**config.mk**
```make
export PLATFORM = sky130hd
export DESIGN_NAME = la_capture_ctrl
export DESIGN_NICKNAME = d
export VERILOG_FILES = /design/src/common/la_pkg.sv /design/src/capture/la_capture_ctrl.sv
export VERILOG_INCLUDE_DIRS = /design/src /design/src/common
export SDC_FILE = /design/constraint.sdc
export NUM_CORES = 1
export LEC_CHECK = 0
export BUFFER_PORTS_ARGS = -buffer_cell sky130_fd_sc_hd__buf_2
export CELL_PAD_IN_SITES_DETAIL_PLACEMENT = 0
export CELL_PAD_IN_SITES_GLOBAL_PLACEMENT = 1
export CORE_MARGIN = 10
export CORE_UTILIZATION = 35
export CTS_CLUSTER_SIZE = 40
export DETAILED_ROUTE_END_ITERATION = 12
export PLACE_DENSITY_LB_ADDON = 0.1
export SLEW_MARGIN = 20
export SYNTH_ARGS = -nofsm -noshare
export SYNTH_HDL_FRONTEND = slang
export SYNTH_SLANG_ARGS = --single-unit
```
**constraint.sdc**
```tcl
create_clock -name sys_clk -period 3.4 [get_ports sys_clk]
set_clock_uncertainty 0.15 [all_clocks]
set_input_delay 0.34 -clock sys_clk [delete_from_list [all_inputs] [get_ports sys_clk]]
set_output_delay 0.34 -clock sys_clk [all_outputs]
set_load 0.02 [all_outputs]
```
**src/common/la_defines.svh**
```systemverilog
`ifndef LA_DEFINES_SVH
`define LA_DEFINES_SVH

// Probe word width
`define LA_SAMPLE_W 32

// Ring buffer address width, 1024 words deep
`define LA_MEM_AW 10

// Read count and delay count fields
`define LA_COUNT_W 16

// Host command word layout
`define LA_OPCODE_W 8
`define LA_CMD_DATA_W 32

`endif

```
**src/common/la_pkg.sv**
```systemverilog
`include "la_defines.svh"

package la_pkg;

  // One probe word as stored and sent back
  typedef logic [`LA_SAMPLE_W-1:0] la_sample_t;

  // Command word from the host link, data in the upper bits
  typedef struct packed {
    logic [`LA_CMD_DATA_W-1:0] config_data;
    logic [`LA_OPCODE_W-1:0]   opcode;
  } la_cmd_t;

  typedef enum logic [`LA_OPCODE_W-1:0] {
    OP_RESET      = 8'h00,  // Abort to idle
    OP_ARM        = 8'h01,  // Start a capture
    OP_SET_COUNTS = 8'h81,  // Delay in 31:16, read in 15:0
    OP_TRIG_MASK  = 8'hC0,
    OP_TRIG_VALUE = 8'hC1
  } la_opcode_e;

  // Trigger settings
  typedef struct packed {
    logic [`LA_SAMPLE_W-1:0] mask;
    logic [`LA_SAMPLE_W-1:0] value;
    logic                    ext_en;  // From bit 0 of the mask command
  } la_trig_cfg_t;

  // Field order follows config_data of OP_SET_COUNTS
  typedef struct packed {
    logic [`LA_COUNT_W-1:0] delay_count;  // Words kept after the trigger word
    logic [`LA_COUNT_W-1:0] read_count;   // Words sent back
  } la_count_t;

endpackage

```
**src/capture/la_capture_ctrl.sv**
```systemverilog
`timescale 1ns/1ps
`include "la_defines.svh"

module la_capture_ctrl (
  input  logic                   sys_clk,
  input  logic                   sys_rst,
  input  logic                   arm_pulse,
  input  logic                   abort_pulse,
  input  la_pkg::la_count_t      counts,
  input  la_pkg::la_sample_t     sample_data,
  input  logic                   sample_valid,
  input  logic                   trig_hit,
  input  logic [`LA_MEM_AW-1:0]  trig_addr,
  input  logic                   rd_done,
  output logic                   wr_en,
  output logic [`LA_MEM_AW-1:0]  wr_addr,
  output la_pkg::la_sample_t     wr_data,
  output logic                   rd_start,
  output logic [`LA_MEM_AW-1:0]  last_addr,
  output logic                   arm_led,
  output logic                   trigger_led,
  output logic                   ext_trigger_out
);

  typedef enum logic [1:0] {
    ST_IDLE,
    ST_ARMED,
    ST_POST,
    ST_READOUT
  } state_e;

  state_e                 state;
  logic [`LA_MEM_AW-1:0]  wr_ptr;
  logic [`LA_COUNT_W-1:0] remain;     // Post-trigger words still to take
  logic                   trig_led_q;
  logic                   accept;

  // First hit while armed
  assign accept = (state == ST_ARMED) && trig_hit;

  // Take words while armed or still short of the delay
  always_comb begin
    case (state)
      ST_ARMED: wr_en = sample_valid && !(accept && (counts.delay_count == '0));
      ST_POST:  wr_en = sample_valid && (remain != '0);
      default:  wr_en = 1'b0;
    endcase
  end

  assign wr_addr         = wr_ptr;
  assign wr_data         = sample_data;  // Written straight through
  assign arm_led         = (state == ST_ARMED);
  assign trigger_led     = trig_led_q;
  assign ext_trigger_out = accept;

  // Ring write pointer, wraps with the address width
  always_ff @(posedge sys_clk or posedge sys_rst) begin
    if (sys_rst) begin
      wr_ptr <= '0;
    end else if (wr_en) begin
      wr_ptr <= wr_ptr + 1'b1;
    end
  end

  always_ff @(posedge sys_clk or posedge sys_rst) begin
    if (sys_rst) begin
      state      <= ST_IDLE;
      remain     <= '0;
      last_addr  <= '0;
      trig_led_q <= 1'b0;
      rd_start   <= 1'b0;
    end else begin
      rd_start <= 1'b0;
      if (abort_pulse) begin
        state      <= ST_IDLE;
        trig_led_q <= 1'b0;
      end else begin
        case (state)
          ST_IDLE: begin
            if (arm_pulse) begin
              state      <= ST_ARMED;
              trig_led_q <= 1'b0;
            end
          end
          ST_ARMED: begin
            if (accept) begin
              state      <= ST_POST;
              trig_led_q <= 1'b1;
              // Final word sits delay_count past the trigger word
              last_addr  <= trig_addr + counts.delay_count[`LA_MEM_AW-1:0];
              // Word taken during the hit latency already counts
              remain     <= counts.delay_count - {{(`LA_COUNT_W-1){1'b0}}, wr_en};
            end
          end
          ST_POST: begin
            if (remain == '0) begin
              state    <= ST_READOUT;
              rd_start <= 1'b1;
            end else if (wr_en) begin
              remain <= remain - 1'b1;
            end
          end
          default: begin
            if (rd_done) state <= ST_IDLE;  // Back to rest until next arm
          end
        endcase
      end
    end
  end

  // Buffer is frozen while it is read out
  ap_no_wr_readout: assert property (
    @(posedge sys_clk) disable iff (sys_rst)
    (state == ST_READOUT) |-> !wr_en
  );

  // Later hits in the same capture are ignored
  ap_ext_single: assert property (
    @(posedge sys_clk) disable iff (sys_rst)
    ext_trigger_out |=> !ext_trigger_out
  );

endmodule

```
==> metrics <==
Rel. slew slack approximately 48%; post-DP HPWL between 6000 and 7000 microns; Crit path required time about 3400 ps; fin. max-slew vios 0; core area 8810 sq um; vias in the first global route ~2700; max cap viols 0; cts hold-fix bufs 0; Setup TNS 0 ps; post-synthesis cell count between 300 and 400; RSZ-0062 raised after global routing false; # fillers approximately 910; Critical Path Source Type flop; arrival time at the worst endpoint between 3000 and 4000 ps; syn_area_per_cell approximately 8.7 sq um; Core Rows 34; Yosys warning count 0; setup bufs post-CTS 0; Initial Util roughly 36%; met3 wire len ~570 microns; H-tree Lvls 2; vias post-DR between 2000 and 3000; share of layout cells above drive strength 1 a little under a quarter; total global-route track usage ~13%; Final ANT Viol Nets 0; Nets about 500; status finished, final reports clean; Root Driver clkbuf_8; WHS about 24 ps; Clock transition at path regs about 90 ps; # DRC 0; HP Class in2async; initial antenna violation count 0; crit-path max FO 4; die area between 10000 and 15000 sq um; final setup vio count 0; M1 WL approximately 4200 microns; sequential share of the synthesized area a little under a third; final hold violation count 0; Achievable Freq around 330 MHz; Synth Cell Area roughly 3200 sq um; final WL about 8500 microns; antenna cells 0; Die X around 120 microns; grt total ovfl 0; CTS tree built; Post-Syn Nets ~470; asr flop ratio synth between 90% and 100%; routed vias/inst ~5.4; Area Growth Syn to Fin 11.5%; CTS buffer count 5; Power Dens Cells slightly below 700 nW/um^2; quantity of I/O buffers inserted on ports 57; Final Cycle Share roughly nine tenths; number of synthesized flops with an enable pin 0; Most used DFF post-synth dfrtp_1; Routability Congestion between 0.7 and 0.8; register area ~1000 sq um; routed len/inst between 15 and 20 microns; Ports approximately 140; first-pass GRT wire length 13900 microns; Worst-Margin Slew roughly 780 ps; Top Metal Used met4; Met2 Routed Length between 3000 and 4000 microns; Iter 0 DRT Violations 108; Worst-Skew Late Latency 300 ps; area of the multi-input gates between 1500 and 2000 sq um; Synth Register Bits 40; First-pass DRT Iterations 4; CP endpoint kind flop; Peak VDD IR 0.272 mV; Longest Clk Path Bufs 2; Leakage 1.56 nW; Clock Sinks 40; min Tclk post-route between 3000 and 4000 ps; CP Class reg2reg; CTS resizes 0; Distinct cells, synth 63; die height 116 microns; largest net degree at the start of global routing slightly above 40
==> path summary, 6_finish.rpt <==
| check | slack (ps) | cells after the start | end | from |
|---|---|---|---|---|
| worst max-delay path | 390 | 12 | remain[14] | remain[0] |
| worst min-delay path | 20 | 3 | wr_addr[4] | sys_rst |
| worst max register to register | 390 | 12 | remain[14] | remain[0] |
| worst min register to register | 320 | 1 | wr_addr[9] | wr_addr[9] |
| max in group asynchronous | 2700 | 3 | remain[1] | sys_rst |
| min in group sys_clk | 140 | 2 | state[0] | abort_pulse |
==> kinds of logic (layout without fill, tap and decap cells) <==
kind of cell / after synthesis / after routing / synth area share [%]
AND/OR/NAND/NOR: 133 / 133 / 24.1
buffers and inverters: 57 / 89 / 10.5
flip-flops: 40 / 40 / 31.3
XOR/XNOR: 25 / 25 / 6.85
AO/OA/AOI/OAI: 88 / 88 / 17.8
adder cells (fa/ha/maj): 19 / 19 / 7.67
multiplexers: 5 / 5 / 1.76
==> cell type report <==
type,count,area share (%)
Multi-Input combinational cell,270,52.2
Sequential cell,40,28.1
Timing Repair Buffer,66,9.90
Tap cell,108,3.79
Clock inverter,3,2.53
Clock buffer,5,1.93
Inverter,15,1.58
==> layer usage <==
metal  track usage, %  up-vias
met2             19.5       71
met3             2.84       12
met4             4.22        0
met1             17.7     1275
met5                0        -
li1                 -     1361
==> sequential cells by signal (all words and copies together), names as in the netlist <==
name	cells
state	2
last_addr	10
wr_addr	10
remain	16
rd_start	1
trigger_led	1
==> power by group <==
| part | total, mW | internal (mW) | switching (mW) |
|---|---|---|---|
| clock | 0.552 | 0.367 | 0.184 |
| combinational | 1.06 | 0.422 | 0.641 |
| sequential | 0.841 | 0.663 | 0.178 |
| total | 2.46 | 1.45 | 1.00 |
==> synth_stat cells (3+ instances only) <==
| cell | number | area, sq um |
|---|---|---|
| o31ai_1 | 3 | 22.5 |
| o21a_1 | 4 | 30.0 |
| nor3_2 | 3 | 30.0 |
| clkbuf_1 | 9 | 33.8 |
| a21oi_1 | 18 | 90.1 |
| mux2i_1 | 3 | 30.0 |
| nor2b_1 | 4 | 25.0 |
| xor2_1 | 16 | 140 |
| inv_1 | 15 | 56.3 |
| nand4_1 | 3 | 18.8 |
| nor2_1 | 17 | 63.8 |
| dfrtp_1 | 40 | 1000 |
| buf_4 | 32 | 240 |
| nand2b_1 | 5 | 31.3 |
| a22o_1 | 4 | 35.0 |
| o21ai_1 | 3 | 15.0 |
| nor3_1 | 18 | 90.1 |
| nand3_1 | 13 | 65.1 |
| nand2_1 | 36 | 135 |
| o22ai_1 | 7 | 43.8 |
| o21ai_0 | 24 | 120 |
| nor4_1 | 7 | 43.8 |
| ha_1 | 18 | 225 |
| or3_1 | 5 | 31.3 |
| xnor2_1 | 9 | 78.8 |
==> layout by cell type, fill, tap and decap left out, types with 5 or more instances in the layout <==
master / instances
a21oi_1: 18
buf_2: 57
buf_4: 9
clkbuf_8: 5
dfrtp_1: 40
ha_1: 18
inv_1: 15
nand2_1: 36
nand2b_1: 5
nand3_1: 13
nor2_1: 17
nor3_1: 18
nor4_1: 7
o21ai_0: 24
o22ai_1: 7
or3_1: 5
xnor2_1: 9
xor2_1: 16
==> critical path, stage by stage (launching register included) <==
cell and delay (ps):
dfrtp_1 430, inv_1 80, ha_1 230, nor3b_2 180
nand4_2 140, nor2_2 70, nor3_2 350, ha_1 280
ha_1 250, nand2_1 90, o31a_1 230, o31ai_1 300
a21oi_1 110
==> metrics by stage <==
stage / utilization [%] / cell area [sq um] / setup slack, ps / instances / power [mW]
floorplan: - / 3200 / 401 / 367 / 1.63
global placement: 38.7 / 3410 / 390 / 499 / 1.91
detailed placement: 38.7 / 3410 / 381 / 499 / 1.92
CTS: 40.5 / 3560 / 362 / 507 / 2.49
global route: 40.5 / 3560 / 138 / 507 / 2.65
finish: 40.5 / 3560 / 393 / 507 / 2.46
No activity file was read; power rests on OpenSTA's default activity.
