--- src/common/la_defines.svh ---
`ifndef LA_DEFINES_SVH
`define LA_DEFINES_SVH

// Probe word width
`define LA_SAMPLE_W 32

// Ring buffer address width, 1024 words deep
`define LA_MEM_AW 10

// Read count and delay count fields
`define LA_COUNT_W 16

// Host command word layout
`define LA_OPCODE_W 8
`define LA_CMD_DATA_W 32

`endif

--- src/common/la_pkg.sv ---
`include "la_defines.svh"

package la_pkg;

  // One probe word as stored and sent back
  typedef logic [`LA_SAMPLE_W-1:0] la_sample_t;

  // Command word from the host link, data in the upper bits
  typedef struct packed {
    logic [`LA_CMD_DATA_W-1:0] config_data;
    logic [`LA_OPCODE_W-1:0]   opcode;
  } la_cmd_t;

  typedef enum logic [`LA_OPCODE_W-1:0] {
    OP_RESET      = 8'h00,  // Abort to idle
    OP_ARM        = 8'h01,  // Start a capture
    OP_SET_COUNTS = 8'h81,  // Delay in 31:16, read in 15:0
    OP_TRIG_MASK  = 8'hC0,
    OP_TRIG_VALUE = 8'hC1
  } la_opcode_e;

  // Trigger settings
  typedef struct packed {
    logic [`LA_SAMPLE_W-1:0] mask;
    logic [`LA_SAMPLE_W-1:0] value;
    logic                    ext_en;  // From bit 0 of the mask command
  } la_trig_cfg_t;

  // Field order follows config_data of OP_SET_COUNTS
  typedef struct packed {
    logic [`LA_COUNT_W-1:0] delay_count;  // Words kept after the trigger word
    logic [`LA_COUNT_W-1:0] read_count;   // Words sent back
  } la_count_t;

endpackage

--- src/logic/la_cfg_regs.sv ---
`timescale 1ns/1ps
`include "la_defines.svh"

module la_cfg_regs (
  input  logic                 sys_clk,
  input  logic                 sys_rst,
  input  la_pkg::la_cmd_t      cmd,
  input  logic                 execute,
  output la_pkg::la_trig_cfg_t trig_cfg,
  output la_pkg::la_count_t    counts,
  output logic                 arm_pulse,
  output logic                 abort_pulse
);

  la_pkg::la_opcode_e opcode;

  // Unlisted opcodes simply fall to the default branch
  assign opcode = la_pkg::la_opcode_e'(cmd.opcode);

  // Settings registers
  always_ff @(posedge sys_clk or posedge sys_rst) begin
    if (sys_rst) begin
      trig_cfg <= '0;
      counts   <= '0;
    end else if (execute) begin
      case (opcode)
        la_pkg::OP_SET_COUNTS: begin
          counts <= cmd.config_data;  // Same bit layout as the struct
        end
        la_pkg::OP_TRIG_MASK: begin
          trig_cfg.mask   <= cmd.config_data;
          trig_cfg.ext_en <= cmd.config_data[0];
        end
        la_pkg::OP_TRIG_VALUE: begin
          trig_cfg.value <= cmd.config_data;
        end
        default: begin
          // Arm, reset and unknown codes leave settings alone
        end
      endcase
    end
  end

  // Control strobes one cycle after execute
  always_ff @(posedge sys_clk or posedge sys_rst) begin
    if (sys_rst) begin
      arm_pulse   <= 1'b0;
      abort_pulse <= 1'b0;
    end else begin
      arm_pulse   <= execute && (opcode == la_pkg::OP_ARM);
      abort_pulse <= execute && (opcode == la_pkg::OP_RESET);
    end
  end

endmodule

--- config.mk ---
export PLATFORM = sky130hd
export DESIGN_NAME = la_cfg_regs
export DESIGN_NICKNAME = d
export VERILOG_FILES = /design/src/common/la_pkg.sv /design/src/logic/la_cfg_regs.sv
export VERILOG_INCLUDE_DIRS = /design/src /design/src/common
export SDC_FILE = /design/constraint.sdc
export NUM_CORES = 1
export LEC_CHECK = 0
export BUFFER_PORTS_ARGS = -buffer_cell sky130_fd_sc_hd__buf_2
export CORE_MARGIN = 2
export CORE_UTILIZATION = 44
export DETAILED_ROUTE_END_ITERATION = 6
export PLACE_DENSITY = 0.83
export SETUP_SLACK_MARGIN = 0.1
export SYNTH_ARGS = -nofsm -noshare
export SYNTH_HDL_FRONTEND = slang
export SYNTH_SLANG_ARGS = --single-unit
--- constraint.sdc ---
create_clock -name sys_clk -period 2.8 [get_ports sys_clk]
set_clock_uncertainty 0.05 [all_clocks]
set_input_delay 0.28 -clock sys_clk [delete_from_list [all_inputs] [get_ports sys_clk]]
set_output_delay 0.28 -clock sys_clk [all_outputs]
set_load 0.05 [all_outputs]
==> results_dict.tcl, run 1 <==
set metrics [dict create \
    fin_nets 407 \
    syn_inst 217 \
    wl_per_cell_um 16.7 \
    netlist_area_mm2 0.00381 \
    power_frac_comb_pct 15.3 \
    start_util_pct 45.9 \
    port_buffers 141 \
    synth.avg_cell_area_um2 17.6 \
    cts_made_buffers 9 \
    synth_top_area_share_pct 64.4 \
    worst_slew_pin_slew_ps 901 \
    grt_setup_unrepaired "false" \
    clock_latency_ps 350 \
    antenna_found_initial 0 \
    pwr_density_cell_mw_per_mm2 632 \
    p_sw_mw 0.878 \
    drc 0 \
    worstPathArrival_ps 2030 \
    leakagePower_nw 2.91 \
    die_y_um 97.1 \
    yosysTopAreaCell "dfrtp_1" \
    hp-class "in2reg" \
    fin_crit_sh_pct 65.6 \
    grt_max_degree 51 \
    synth.area.top_cells "dfrtp_1, mux2_2, mux2_4" \
    netSwitchingFraction_pct 28.4 \
    setup_tns_ps 0 \
    cts_tree "yes" \
    synthDistinctLibCells 18 \
    synth-edff-count 0 \
    final_hold_viol_count 0 \
    drive_above_1_share_pct 70.5 \
    clockBufferDepth 2 \
    start_kind "input pin" \
    clock-sinks 98 \
    n_fill_cell 659 \
    required_ps 2990 \
    die_x_um 97.1 \
    h-tree-depth 3 \
    post-route-util_pct 58.9 \
    drtPass1Iterations 3 \
    place.gp.congestion 0.732 \
    syn_nets 260 \
    cts_root_buffer "clkbuf_8" \
    drt_iter0_drc 26 \
    seqPwrFrac_pct 49.0 \
    ioPinCount 142 \
    relSlewSlack_pct 39.9 \
    yosysSeqAreaShare_pct 64.4 \
    yosys_most_used_dff "dfrtp_1" \
    layout.cells.non_filler 474 \
    vdd_drop_max_mv 0.335 \
    synth.ff_latch_count 98 \
    crit_fanout 19 \
    status "finished clean" \
    ys_warn_count 0 \
    vias_per_cell 4.92 \
    synth_common_cells "dfrtp_1, mux2_2, mux2_4" \
    final_antenna_net_count 0 \
    grt_pass1_wl_um 13300 \
    p_int_mw 2.21 \
    rows 33 \
    period_needed_ps 1840 \
    dieArea_mm2 0.00942 \
    hpwlAfterDp_um 5720 \
    grt_pass1_vias 2585 \
    crit_type "in2reg" \
    clock.fmax_mhz 544 \
    setup_slack_ps 962 \
    vias 2334 \
    clk_pin_slew_ps 100 \
    cap_viol_max_count 0 \
    core_area_mm2 0.00830 \
    placed_cells 457 \
    cp-end-kind "register" \
    routed_wl_um 7900 \
    syn2layout_area_growth_pct 28.4 \
    async_reset_ff_share_pct 100 \
    grt.total_usage_pct 17.6 \
    pwr-share-clk_pct 35.8 \
    yosysMostFrequentCell "dfrtp_1" \
    power_mw 3.09 \
    finalSetupViolations 0 \
    post-place-ws_ps 588 \
    slew_violations 0 \
    overflow 0 \
    antenna_cells 0 \
]
[state kept, by name, indices dropped and copies added, names as in the netlist]
name / cells
arm_pulse: 1
counts: 32
abort_pulse: 1
trig_cfg: 64
[per-layer routing]
| layer | global-route usage (%) | vias to the layer above | wire length [µm] |
|---|---|---|---|
| met2 | 29.6 | 81 | 3990 |
| li1 | - | 1061 | - |
| met1 | 22.1 | 1182 | 3350 |
| met3 | 4.53 | 10 | 443 |
| met4 | 6.39 | 0 | 120 |
| met5 | 0 | - | 0 |
[power by group through the flow]
| stage | logic [mW] | clock network [mW] | registers (mW) |
|---|---|---|---|
| 3_5_place_dp | 0.477 | 0 | 1.54 |
| 3_3_place_gp | 0.467 | 0 | 1.54 |
| 4_1_cts | 0.478 | 1.14 | 1.52 |
| 5_1_grt | 0.497 | 1.20 | 1.52 |
| 6_report | 0.473 | 1.11 | 1.51 |
| 2_1_floorplan | 0.0986 | 0 | 1.78 |
[final timing paths]
kind / endpoint / cells past startpoint / slack, ps / start
max in group asynchronous: trig_cfg[8] / 4 / 1550 / sys_rst
setup reg to reg: trig_cfg[33] / 1 / 1950 / trig_cfg[33]
hold reg to reg: trig_cfg[29] / 1 / 450 / trig_cfg[29]
min in group asynchronous: counts[26] / 3 / 400 / sys_rst
setup / recovery: counts[19] / 5 / 960 / cmd[1]
hold / removal: abort_pulse / 2 / 70 / cmd[7]
[repair_timing]
action                    CTS  global route
resized for setup           0             0
hold endpoints to repair   13             0
buffers inserted            0             0
hold buffers                1             0
[placed cells by master, fill, tap and decap left out, drive strengths merged]
cell type,netlist,routed
buf,11,147
bufinv,0,3
clkbuf,1,9
clkinv,0,1
clkinvlp,0,1
dfrtp,98,98
dlygate4sd3,0,1
inv,2,4
mux2,96,96
nand4b,1,1
nor3,2,2
nor3b,1,1
nor4,1,1
or3,1,1
or3b,1,1
or4b,2,2
[worst max-delay path, cell delays in order]
cell	delay, ps
buf_2	110
or4b_4	560
or3_2	480
buf_4	260
mux2_4	340
[cell type report]
type                    count  area, µm²  share of cell area [%]
repair buffers            148        773                    15.8
flip-flops and latches     98       2450                    50.1
well taps                 105        131                    2.69
clock buffers               9        124                    2.53
multi-input cells         105       1280                    26.1
inverters                   2       11.3                   0.230
clock inverters             7        121                    2.48
[through the flow]
stage               area, µm²  hold slack [ps]
global route             4890             54.5
finish                   4890             69.2
CTS                      4890             45.1
global placement         4640              225
floorplan                3810              300
detailed placement       4640              242
[cells by family (layout without fill, tap and decap cells)]
logic type | Yosys count | count (layout) | share of synthesized area, %
buffers and inverters | 14 | 166 | 2.30
multiplexers | 96 | 96 | 31.3
AND/OR/NAND/NOR | 9 | 9 | 2.00
flip-flops | 98 | 98 | 64.4
No activity file was read; power rests on OpenSTA's default activity.
==> inputs of run 2 (changes only) <==
- CORE_UTILIZATION: 44 -> 49
- PLACE_DENSITY: 0.83 -> 0.88
- clock period: 2.8 -> 1.8 ns (I/O delays scaled with it)
==> results_dict.tcl, run 2 (same netlist as run 1, synthesis figures left out) <==
set metrics [dict create \
    clockBufferDepth 2 \
    layout_common_cells "buf_2, dfrtp_1, mux2_2, mux2_4, clkbuf_8" \
    dieArea_mm2 0.00850 \
    pwr_density_cell_mw_per_mm2 884 \
    drt_iter0_drc 62 \
    vdd_drop_max_mv 0.559 \
    antenna_found_initial 0 \
    die_x_um 92.2 \
    layout_commonest_cell "buf_2" \
    finalSetupViolations 0 \
    fin_crit_sh_pct 93.0 \
    drtPass1Iterations 4 \
    cts_setup_buffers 0 \
    core_area_mm2 0.00765 \
    reg2reg_from "trig_cfg[28]" \
    netSwitchingFraction_pct 29.4 \
    period_needed_ps 1670 \
    cts_root_buffer "clkbuf_8" \
    wl_per_cell_um 16.6 \
    cp-end-kind "register" \
    hold_end "trig_cfg[29]" \
    cts_made_buffers 9 \
    grt.total_usage_pct 19.5 \
    seqPwrFrac_pct 53.6 \
    syn2layout_area_growth_pct 30.5 \
    crit_fanout 18 \
    power_frac_comb_pct 17.1 \
    cts_tree "yes" \
    fin_nets 416 \
    start_kind "input pin" \
    grt_setup_unrepaired "false" \
    regMostFlops "trig_cfg" \
    clock_latency_ps 340 \
    vias 2417 \
    crit_type "in2reg" \
    final_hold_viol_count 0 \
    start_util_pct 49.8 \
    p_sw_mw 1.29 \
    worstPathArrival_ps 1860 \
    required_ps 1980 \
    drive_above_1_share_pct 70.1 \
    place.gp.congestion 0.736 \
    clock.fmax_mhz 597 \
    port_buffers 141 \
    slowest_stage "or4b_4" \
    antenna_cells 0 \
    vias_per_cell 5.04 \
    ff2ff_path_depth 1 \
    pwr-share-clk_pct 29.3 \
    hpwlAfterDp_um 6050 \
    drc 0 \
    relSlewSlack_pct 66.6 \
    p_int_mw 3.10 \
    slew_violations 0 \
    worst_slew_pin_slew_ps 500 \
    status "finished clean" \
    ioPinCount 142 \
    r2r-end "trig_cfg[28]" \
    slowest_delay_ps 530 \
    clk_pin_slew_ps 90 \
    grt_max_degree 46 \
    hold_buffers 2 \
    leakagePower_nw 2.93 \
    final_antenna_net_count 0 \
    routed_wl_um 7950 \
    rows 32 \
    die_y_um 92.2 \
    grt_pass1_vias 2528 \
    hp-start "cmd[36]" \
    r2r_slack_ps 960 \
    grt_pass1_wl_um 12600 \
    holdPathStages 2 \
    overflow 0 \
    clock-sinks 98 \
    post-route-util_pct 65.0 \
    worstPathCellList "buf_2, or4b_4, or3_2, buf_12, mux2_4" \
    reg_top3 "trig_cfg x64, counts x32" \
    cap_viol_max_count 0 \
    h-tree-depth 3 \
    largest_reg_flops 64 \
    cts_resized 0 \
    hp-class "in2reg" \
    whs_ps 26.7 \
]
[run 2: changes by cell type in the layout (fill, tap and decap cells not counted)]
cell / previous run / this run
buf_12: 1 / 7
clkinvlp_4: 1 / 3
clkinv_2: 1 / 0
dlygate4sd3_1: 1 / 3
bufinv_16: 3 / 0
clkinv_4: 0 / 1
buf_4: 5 / 6
clkbuf_8: 9 / 11
clkbuf_1: 0 / 2
inv_6: 3 / 0
[run 2: critical path, delay by kind of cell]
| kind | cells | cell delay, ps |
|---|---|---|
| buffers and inverters | 2 | 300 |
| muxes | 1 | 300 |
| and+or+nand+nor | 2 | 1060 |
[run 2: area by class of cell]
type / count / area, µm²
Fill cell: 583 / 2680
Clock buffer: 13 / 159
Multi-Input combinational cell: 105 / 1280
Inverter: 2 / 11.3
Timing Repair Buffer: 157 / 921
Sequential cell: 98 / 2450
Tap cell: 102 / 128
Clock inverter: 3 / 23.8
[run 2: routing by layer]
| layer | global-route usage, % | up-vias | part of all wire, % |
|---|---|---|---|
| li1 | - | 1079 | - |
| met1 | 23.2 | 1234 | 40 |
| met2 | 34.2 | 89 | 53 |
| met3 | 4.35 | 15 | 5.2 |
| met4 | 7.84 | 0 | 1.8 |
| met5 | 0 | - | 0 |
[run 2: power by group through the flow]
stage	sequential [mW]	clock, mW	combinational, mW
floorplan	2.76	0	0.154
global placement	2.39	0	0.735
detailed placement	2.40	0	0.753
CTS	2.36	1.33	0.757
global route	2.37	1.43	0.787
finish	2.36	1.29	0.750
[run 2: through the flow]
step / total power, mW / setup TNS [ps] / instance area, µm² / std cells / setup slack [ps]
after CTS: 4.44 / 0 / 4960 / 479 / 140
after global routing: 4.59 / 0 / 4970 / 480 / 111
final: 4.40 / 0 / 4970 / 480 / 125
after detailed placement: 3.15 / -14150 / 4760 / 461 / -239
after global placement: 3.13 / -11220 / 4760 / 461 / -215
after floorplan: 2.91 / -631 / 3830 / 217 / -22.8
[run 2: worst max path at each step]
stage	startpoint	end	slack, ps	cells past startpoint
finish	cmd[1]	counts[17]	130	5
global route	cmd[1]	trig_cfg[19]	110	6
CTS	cmd[1]	counts[17]	140	5
detailed placement	cmd[1]	counts[27]	-240	5
global placement	cmd[1]	counts[17]	-220	5
floorplan	cmd[1]	counts[10]	-20	5
