File: config.mk
export PLATFORM = sky130hd
export DESIGN_NAME = la_trigger
export DESIGN_NICKNAME = d
export VERILOG_FILES = /design/src/common/la_pkg.sv /design/src/trigger/la_trigger.sv
export VERILOG_INCLUDE_DIRS = /design/src /design/src/common
export SDC_FILE = /design/constraint.sdc
export NUM_CORES = 1
export LEC_CHECK = 0
export CORE_MARGIN = 5
export CORE_UTILIZATION = 36
export DETAILED_ROUTE_END_ITERATION = 7
export DONT_BUFFER_PORTS = 1
export MAX_ROUTING_LAYER = met4
export PLACE_DENSITY = 0.54
export SKIP_LAST_GASP = 1
export SLEW_MARGIN = 15
export SYNTH_ARGS = -nofsm -noshare
export SYNTH_HDL_FRONTEND = slang
export SYNTH_SLANG_ARGS = --single-unit
File: constraint.sdc
create_clock -name sys_clk -period 0.8 [get_ports sys_clk]
set_clock_uncertainty 0.15 [all_clocks]
set_input_delay 0.04 -clock sys_clk [delete_from_list [all_inputs] [get_ports sys_clk]]
set_output_delay 0.04 -clock sys_clk [all_outputs]
set_load 0.01 [all_outputs]
File: src/common/la_defines.svh
`ifndef LA_DEFINES_SVH
`define LA_DEFINES_SVH

// Probe word width
`define LA_SAMPLE_W 32

// Ring buffer address width, 1024 words deep
`define LA_MEM_AW 10

// Read count and delay count fields
`define LA_COUNT_W 16

// Host command word layout
`define LA_OPCODE_W 8
`define LA_CMD_DATA_W 32

`endif

File: src/common/la_pkg.sv
`include "la_defines.svh"

package la_pkg;

  // One probe word as stored and sent back
  typedef logic [`LA_SAMPLE_W-1:0] la_sample_t;

  // Command word from the host link, data in the upper bits
  typedef struct packed {
    logic [`LA_CMD_DATA_W-1:0] config_data;
    logic [`LA_OPCODE_W-1:0]   opcode;
  } la_cmd_t;

  typedef enum logic [`LA_OPCODE_W-1:0] {
    OP_RESET      = 8'h00,  // Abort to idle
    OP_ARM        = 8'h01,  // Start a capture
    OP_SET_COUNTS = 8'h81,  // Delay in 31:16, read in 15:0
    OP_TRIG_MASK  = 8'hC0,
    OP_TRIG_VALUE = 8'hC1
  } la_opcode_e;

  // Trigger settings
  typedef struct packed {
    logic [`LA_SAMPLE_W-1:0] mask;
    logic [`LA_SAMPLE_W-1:0] value;
    logic                    ext_en;  // From bit 0 of the mask command
  } la_trig_cfg_t;

  // Field order follows config_data of OP_SET_COUNTS
  typedef struct packed {
    logic [`LA_COUNT_W-1:0] delay_count;  // Words kept after the trigger word
    logic [`LA_COUNT_W-1:0] read_count;   // Words sent back
  } la_count_t;

endpackage

File: src/trigger/la_trigger.sv
`timescale 1ns/1ps
`include "la_defines.svh"

module la_trigger (
  input  logic                   sys_clk,
  input  logic                   sys_rst,
  input  la_pkg::la_trig_cfg_t   trig_cfg,
  input  logic                   wr_en,
  input  la_pkg::la_sample_t     wr_data,
  input  logic [`LA_MEM_AW-1:0]  wr_addr,
  input  logic                   ext_trigger,
  output logic                   trig_hit,
  output logic [`LA_MEM_AW-1:0]  trig_addr
);

  logic value_match;
  logic ext_match;
  logic hit_now;

  // Only bits set in the mask take part
  assign value_match = ((wr_data ^ trig_cfg.value) & trig_cfg.mask) == '0;

  // External input counts only alongside a taken word
  assign ext_match = trig_cfg.ext_en && ext_trigger;

  assign hit_now = wr_en && (value_match || ext_match);

  // Hit flag, one cycle behind the written word
  always_ff @(posedge sys_clk or posedge sys_rst) begin
    if (sys_rst) begin
      trig_hit <= 1'b0;
    end else begin
      trig_hit <= hit_now;
    end
  end

  // Address of the matching word, held between hits
  always_ff @(posedge sys_clk or posedge sys_rst) begin
    if (sys_rst) begin
      trig_addr <= '0;
    end else if (hit_now) begin
      trig_addr <= wr_addr;
    end
  end

  // Capture logic relies on trig_addr only moving with a hit
  ap_addr_hold: assert property (
    @(posedge sys_clk) disable iff (sys_rst)
    !trig_hit |-> $stable(trig_addr)
  );

endmodule

==> impl_results.md, run 1 <==
- Run status: finished with violations
- Violations in the final reports: negative hold slack, negative setup slack
- Final net count: roughly 210
- Clock period minus final worst setup slack: about 1400 ps
- Max-slew violation count: 0
- Vias in the first global route: 802
- Number of failing setup endpoints in the final timing report: 22
- Critical path class: in -> reg
- Remaining global-route overflow: 0
- Type of origin of the critical path: input port
- Multi-input combinational cell area: around 590 um^2
- CTS tree: yes
- Layout cell share with drive strength beyond 1: 0.278
- Actual slew at the worst max-slew pin: 400 ps
- Overall power of the completed layout: between 1.5 and 2 mW
- Mean routed wirelength per cell: around 20 um
- Antenna diodes: 0
- Total negative setup slack: -7610 ps
- Number of standard cells in the layout, taps in and fillers out: about 130
- Die Area: 0.00354 mm^2
- Wire length of the first global-routing pass: around 3400 um
- Total number of placement rows: 18
- Number of buffers on the longest clock path: 2
- Number of fillers in the final layout: 221
- Number of nets with antenna violations after detailed routing: 0
- Detailed-router iteration count before antenna repair: 4
- Number of ports placed on the die boundary: roughly 120
- Wire length reported by the detailed router: between 2000 and 3000 um
- Count of endpoints failing hold in the final timing report: 11
- Layout overhead on the synthesized area: 24.5%
- DRC violation count after routing: 0
- Share of the yosys chip area belonging to registers: 0.312
- Synthesized netlist net count: 190
- Ratio of routed vias to standard cells: between 5 and 6
- DRC violation total after the first TritonRoute iteration: 13
- Final setup slack of the worst path: -552 ps
- Number of antenna violations at the first check in global routing: 0
- Post-DP HPWL: between 2000 and 2500 um
- Worst-case vdd ir drop: 958 uV
- Critical path endpoint category: flip-flop
- Final hold slack: -228 ps
- Tcrit/Tclk final: 1.69
- Final standard cell utilization of the core: 0.456
- Number of CTS-inserted buffers: 3
- H-tree level count: 1
- Clock-pin slew of the registers on the worst-case setup and hold paths: approximately 70 ps
- Highest achievable clock rate: about 0.74 GHz
- Leakage: about 0.52 nW
- Count of input and output buffers: 0
- Die boundary height: a little under 60 um
- Distinct cell type count of the synthesized netlist: 11
- Combined area of all synthesized cells: between 800 and 900 um^2
- Pin count of the biggest net entering global routing: 12
- RSZ-0062 raised after global routing: yes
- Total of warnings raised by yosys: 0
- Number of placed cells counting well taps: between 100 and 150
- Clk_lat worst skew: approximately 260 ps
- Power per cell area: 1620 mW/mm^2
- Floorplan Core Area: 0.00241 mm^2
- Overall Global Routing Usage: 0.131
- Crit path max fanout: 11
- Effective utilization at floorplan: 0.367
- Worst slew margin relative to its limit: 0.733
- Clock tree sinks: 11
- Data required time of the worst path: ~800 ps
- Number of instances in the synthesized netlist: roughly 80
- Buffer cell driving the clock tree root: sky130_fd_sc_hd__clkbuf_4
- Seq cells post-synth: 11
- Mean cell area of the mapped netlist: approximately 11 um^2
- Class of the worst hold path: in -> reg
- Number of buffers inserted by hold repair at cts: 1
- Data arrival time of the worst path: roughly 1400 ps
- Die width: just under 60 um
- Storage element area: about 280 um^2
- Total number of vias: 700
- Routability congestion estimate: 0.665
- Max-cap violation count: 0
[kinds of logic (layout without fill, tap and decap cells)]
| logic type | count (synthesis) | after routing | share of synthesized area |
|---|---|---|---|
| and+or+nand+nor | 6 | 6 | 0.0425 |
| DFF | 11 | 11 | 0.312 |
| buffers and inverters | 3 | 21 | 0.0212 |
| xor gates and xnor gates | 32 | 32 | 0.317 |
| muxes | 10 | 10 | 0.166 |
| AOI/OAI and AO/OA | 17 | 17 | 0.142 |
[metrics by stage]
stage | area (um^2) | setup WS, ps
2_1_floorplan | 883 | -737
3_3_place_gp | 1010 | -909
3_5_place_dp | 1010 | -910
4_1_cts | 1100 | -570
5_1_grt | 1100 | -656
6_report | 1100 | -552
[placed cells by master (no fill, tap or decap)]
cell type                       netlist  layout
sky130_fd_sc_hd__a22oi_1             16      16
sky130_fd_sc_hd__and2_1               1       1
sky130_fd_sc_hd__buf_4                0       1
sky130_fd_sc_hd__buf_6                1      13
sky130_fd_sc_hd__clkbuf_1             0       1
sky130_fd_sc_hd__clkbuf_4             0       3
sky130_fd_sc_hd__dfrtp_1             11      11
sky130_fd_sc_hd__dlygate4sd3_1        0       1
sky130_fd_sc_hd__inv_1                2       2
sky130_fd_sc_hd__mux2_2               1       1
sky130_fd_sc_hd__mux2_4               9       9
sky130_fd_sc_hd__nand4_1              4       4
sky130_fd_sc_hd__nor4_1               1       1
sky130_fd_sc_hd__o21ai_1              1       1
sky130_fd_sc_hd__xor2_1              32      32
[power breakdown]
group	internal (mW)	switching, mW
clock network	0.193	0.173
registers	0.655	0.0739
logic	0.467	0.221
total	1.32	0.468
[area by class of cell]
cell class                      count  area share
Inverter                            2     0.00683
Clock buffer                        4      0.0239
Multi-Input combinational cell     65       0.536
Timing Repair Buffer               15       0.149
Sequential cell                    11       0.250
Tap cell                           30      0.0341
[metal layers]
metal	track usage	wire (um)
met5	-	0
met4	0.0570	24
met3	0.0283	266
met2	0.228	1380
met1	0.142	863
[state kept, by name (all words and copies together) (netlist names)]
name and flops:
trig_hit 1, trig_addr 10
[final timing paths]
| path | endpoint | slack, ps | startpoint | cells past startpoint |
|---|---|---|---|---|
| worst max-delay path | trig_addr[8]$_DFFE_PP0P_ | -550 | trig_cfg[12] | 7 |
| worst min-delay path | trig_addr[0]$_DFFE_PP0P_ | -230 | wr_addr[0] | 1 |
| worst max register to register | trig_addr[2]$_DFFE_PP0P_ | -230 | trig_addr[2]$_DFFE_PP0P_ | 2 |
| worst min register to register | trig_addr[3]$_DFFE_PP0P_ | 390 | trig_addr[3]$_DFFE_PP0P_ | 1 |
| max in group asynchronous | trig_addr[3]$_DFFE_PP0P_ | 160 | sys_rst | 2 |
| min in group asynchronous | trig_addr[4]$_DFFE_PP0P_ | 60 | sys_rst | 2 |
[worst max-delay path, stage by stage]
cell	delay (ps)
sky130_fd_sc_hd__xor2_1	140
sky130_fd_sc_hd__a22oi_1	200
sky130_fd_sc_hd__nand4_1	120
sky130_fd_sc_hd__nor4_1	270
sky130_fd_sc_hd__o21ai_1	100
sky130_fd_sc_hd__buf_6	160
sky130_fd_sc_hd__mux2_4	310
[synthesized netlist by cell type]
master	instances	area, um^2
sky130_fd_sc_hd__nand4_1	4	25.0
sky130_fd_sc_hd__a22oi_1	16	120
sky130_fd_sc_hd__inv_1	2	7.51
sky130_fd_sc_hd__buf_6	1	11.3
sky130_fd_sc_hd__xor2_1	32	280
sky130_fd_sc_hd__mux2_2	1	11.3
sky130_fd_sc_hd__mux2_4	9	135
sky130_fd_sc_hd__and2_1	1	6.26
sky130_fd_sc_hd__o21ai_1	1	5.00
sky130_fd_sc_hd__dfrtp_1	11	275
sky130_fd_sc_hd__nor4_1	1	6.26
[timing repair]
item                                    4_1_cts  5_1_grt
hold endpoints to repair                     22       11
buffers inserted                              1        0
resized for setup                            13        0
endpoints found under the setup margin       22       22
cloned                                        0        0
pin swaps                                     2        0
No activity file was read; power rests on OpenSTA's default activity.
==> inputs of run 2 (changes only) <==
CORE_UTILIZATION = 50   (was 36)
PLACE_DENSITY = default   (was 0.54)
PLACE_DENSITY_LB_ADDON = 0.3   (was default)
REMOVE_ABC_BUFFERS = 1   (was default)
==> impl_results.md, run 2 (synthesis results as in run 1) <==
- Run status: finished with violations
- Violations in the final reports: negative hold slack, negative setup slack
- Largest registers: trig_addr (10), trig_hit (1)
- Number of buffers inserted by hold repair at cts: 1 (unchanged)
- Clk_lat worst skew: 260 ps (about the same)
- Layout cell share with drive strength beyond 1: 0.274 (-0.00467)
- Final standard cell utilization of the core: 0.633 (+0.177)
- Cell-by-cell trace of the critical path: xor2_1 -> a22oi_1 -> nand4_1 -> nor4_2 -> o21ai_1 -> buf_6 -> mux2_4
- Net switching power: 462 uW (-1.3%)
- H-tree level count: 1 (unchanged)
- Internal Pwr Total: 1.29 mW (-2.1%)
- Layout Cell Area excl Fill: 0.00108 mm^2 (-1.7%)
- Max-cap violation count: 0 (unchanged)
- Critical path endpoint category: flip-flop
- Highest cell delay on the worst timing path: 300 ps (about the same)
- Critical-path top delay cell: sky130_fd_sc_hd__mux2_4
- Total number of placement rows: 15 (-3)
- Most common cell after layout, fill and taps aside: sky130_fd_sc_hd__xor2_1
- Max-slew violation count: 0 (unchanged)
- Mean routed wirelength per cell: 21.9 um (+9.4%)
- Number of antenna violations at the first check in global routing: 0 (unchanged)
- Setup bufs post-CTS: 0 (-1)
- Final hold slack: -227 ps (+1.39 ps)
- DRC violation count after routing: 0 (unchanged)
- Layout overhead on the synthesized area: 22.4%
- Max reg flops: 10 (unchanged)
- DRC violation total after the first TritonRoute iteration: 12 (-1)
- Actual slew at the worst max-slew pin: 404 ps (+3.83 ps)
- Leakage: 0.511 nW (-2.1%)
- Critical path class: in -> reg
- Class of the worst hold path: in -> reg
- Data required time of the worst path: 790 ps (about the same)
- Wire length reported by the detailed router: 2620 um (+3.4%)
- Vias in the first global route: 789 (-1.6%)
- CTS tree: yes
- Detailed-router iteration count before antenna repair: 4 (unchanged)
- Routability congestion estimate: 0.747 (+12%)
- Wire length of the first global-routing pass: 3760 um (+10%)
- Die Area: 0.00271 mm^2 (-24%)
- Worst slew margin relative to its limit: 0.730 (-0.00255)
- Overall power of the completed layout: 1.75 mW (-1.9%)
- Total number of vias: 690 (-1.4%)
- Most used cells in the layout excluding fill and tap cells: sky130_fd_sc_hd__xor2_1 (32), sky130_fd_sc_hd__a22oi_1 (16), sky130_fd_sc_hd__buf_6 (12)
- Number of standard cells in the layout, taps in and fillers out: 120 (-5.5%)
- Clock tree sinks: 11 (unchanged)
- Remaining global-route overflow: 0 (unchanged)
- Final net count: 207 (-0.96%)
- Register with the most flip-flops: trig_addr
- Worst Setup Slack post-DPL: -907 ps (+3.73 ps)
- Data arrival time of the worst path: 1330 ps (-20 ps)
- Worst-case vdd ir drop: 558 uV (-42%)
- Power share of the clock group: 0.207 (+0.002)
- Power per cell area: 1620 mW/mm^2 (-0.21%)
- Antenna diodes: 0 (unchanged)
- Post-DP HPWL: 2390 um (+7.3%)
- Floorplan Core Area: 0.00171 mm^2 (-29%)
- Clock period minus final worst setup slack: 1340 ps (-14.7 ps)
- Number of nets with antenna violations after detailed routing: 0 (unchanged)
- Number of buffers on the longest clock path: 2 (unchanged)
- Count of input and output buffers: 0 (unchanged)
- Power share of the combinational group: 0.374 (-0.012)
- Count of endpoints failing hold in the final timing report: 11 (unchanged)
- Crit path max fanout: 11 (unchanged)
- Switching share of total power: 0.264 (+0.00168)
- Type of origin of the critical path: input port
- RSZ-0062 raised after global routing: yes
- Final setup slack of the worst path: -537 ps (+14.7 ps)
- Effective utilization at floorplan: 0.517 (+0.151)
- Number of failing setup endpoints in the final timing report: 22 (unchanged)
- Number of placed cells counting well taps: 115 (-5.0%)
- Number of ports placed on the die boundary: 122 (unchanged)
- Buffer cell driving the clock tree root: sky130_fd_sc_hd__clkbuf_4
- Tcrit/Tclk final: 1.67 (-0.0184)
- Post-DP Area: 993 um^2 (-1.4%)
- Slack of the worst reg-to-reg path: -140 ps (+90 ps)
- Number of CTS-inserted buffers: 3 (unchanged)
- Die width: 52.0 um (-13%)
- Ratio of routed vias to standard cells: 5.75 (+4.3%)
- Pin count of the biggest net entering global routing: 12 (unchanged)
- Sequential power share: 0.419 (+0.010)
- Highest achievable clock rate: 0.748 GHz (+1.1%)
- Clock-pin slew of the registers on the worst-case setup and hold paths: 70 ps (about the same)
- Die boundary height: 52.0 um (-13%)
- Overall Global Routing Usage: 0.191 (+0.0604)
run 2: per-stage QoR:
| stage | hold slack (ps) | TNS, ps |
|---|---|---|
| 6_report | -227 | -7350 |
| 3_3_place_gp | -223 | -9540 |
| 2_1_floorplan | -258 | -10710 |
| 4_1_cts | -236 | -7950 |
| 3_5_place_dp | -211 | -9550 |
| 5_1_grt | -247 | -8650 |
run 2: worst paths after layout:
kind                                                from                       end  depth (start not counted)
worst max-delay path                         trig_cfg[2]  trig_addr[0]$_DFFE_PP0P_                          7
min in group asynchronous                        sys_rst  trig_addr[1]$_DFFE_PP0P_                          2
worst min register to register  trig_addr[8]$_DFFE_PP0P_  trig_addr[8]$_DFFE_PP0P_                          1
worst min-delay path                          wr_addr[8]  trig_addr[8]$_DFFE_PP0P_                          1
max in group asynchronous                        sys_rst  trig_addr[5]$_DFFE_PP0P_                          2
worst max register to register  trig_addr[0]$_DFFE_PP0P_  trig_addr[0]$_DFFE_PP0P_                          1
run 2: critical path, delay by kind of cell:
family	cells	cell delay, ps
xor+xnor	1	140
compound gates	2	290
mux	1	300
simple gates	2	400
buf+inv	1	160
run 2: layout make-up:
cell class                 instances  area, um^2
fill                             144         627
multi-input combinational         65         596
sequential                        11         275
timing repair buffer              13         145
inverter                           2        7.51
tap                               25        31.3
clock buffer                       4        26.3
run 2: repair_timing:
item                                    CTS  global route
endpoints found under the setup margin   22            22
pin swaps                                 3             6
hold endpoints to repair                 22            11
cloned                                    0             0
gates resized for setup                  12             1
run 2: power by group through the flow:
stage	clock, mW	combinational (mW)	sequential [mW]
6_report	0.362	0.655	0.733
5_1_grt	0.417	0.702	0.746
4_1_cts	0.380	0.660	0.733
3_5_place_dp	0	0.587	0.723
3_3_place_gp	0	0.572	0.718
2_1_floorplan	0	0.330	0.761
run 2: per-layer routing:
layer	up-vias	track usage	routed length (um)	part of all wire
met3	0	0.0287	231	0.088
met1	318	0.231	932	0.36
li1	320	-	-	-
met5	-	-	0	0
met2	52	0.322	1460	0.56
met4	0	0.0655	0	0
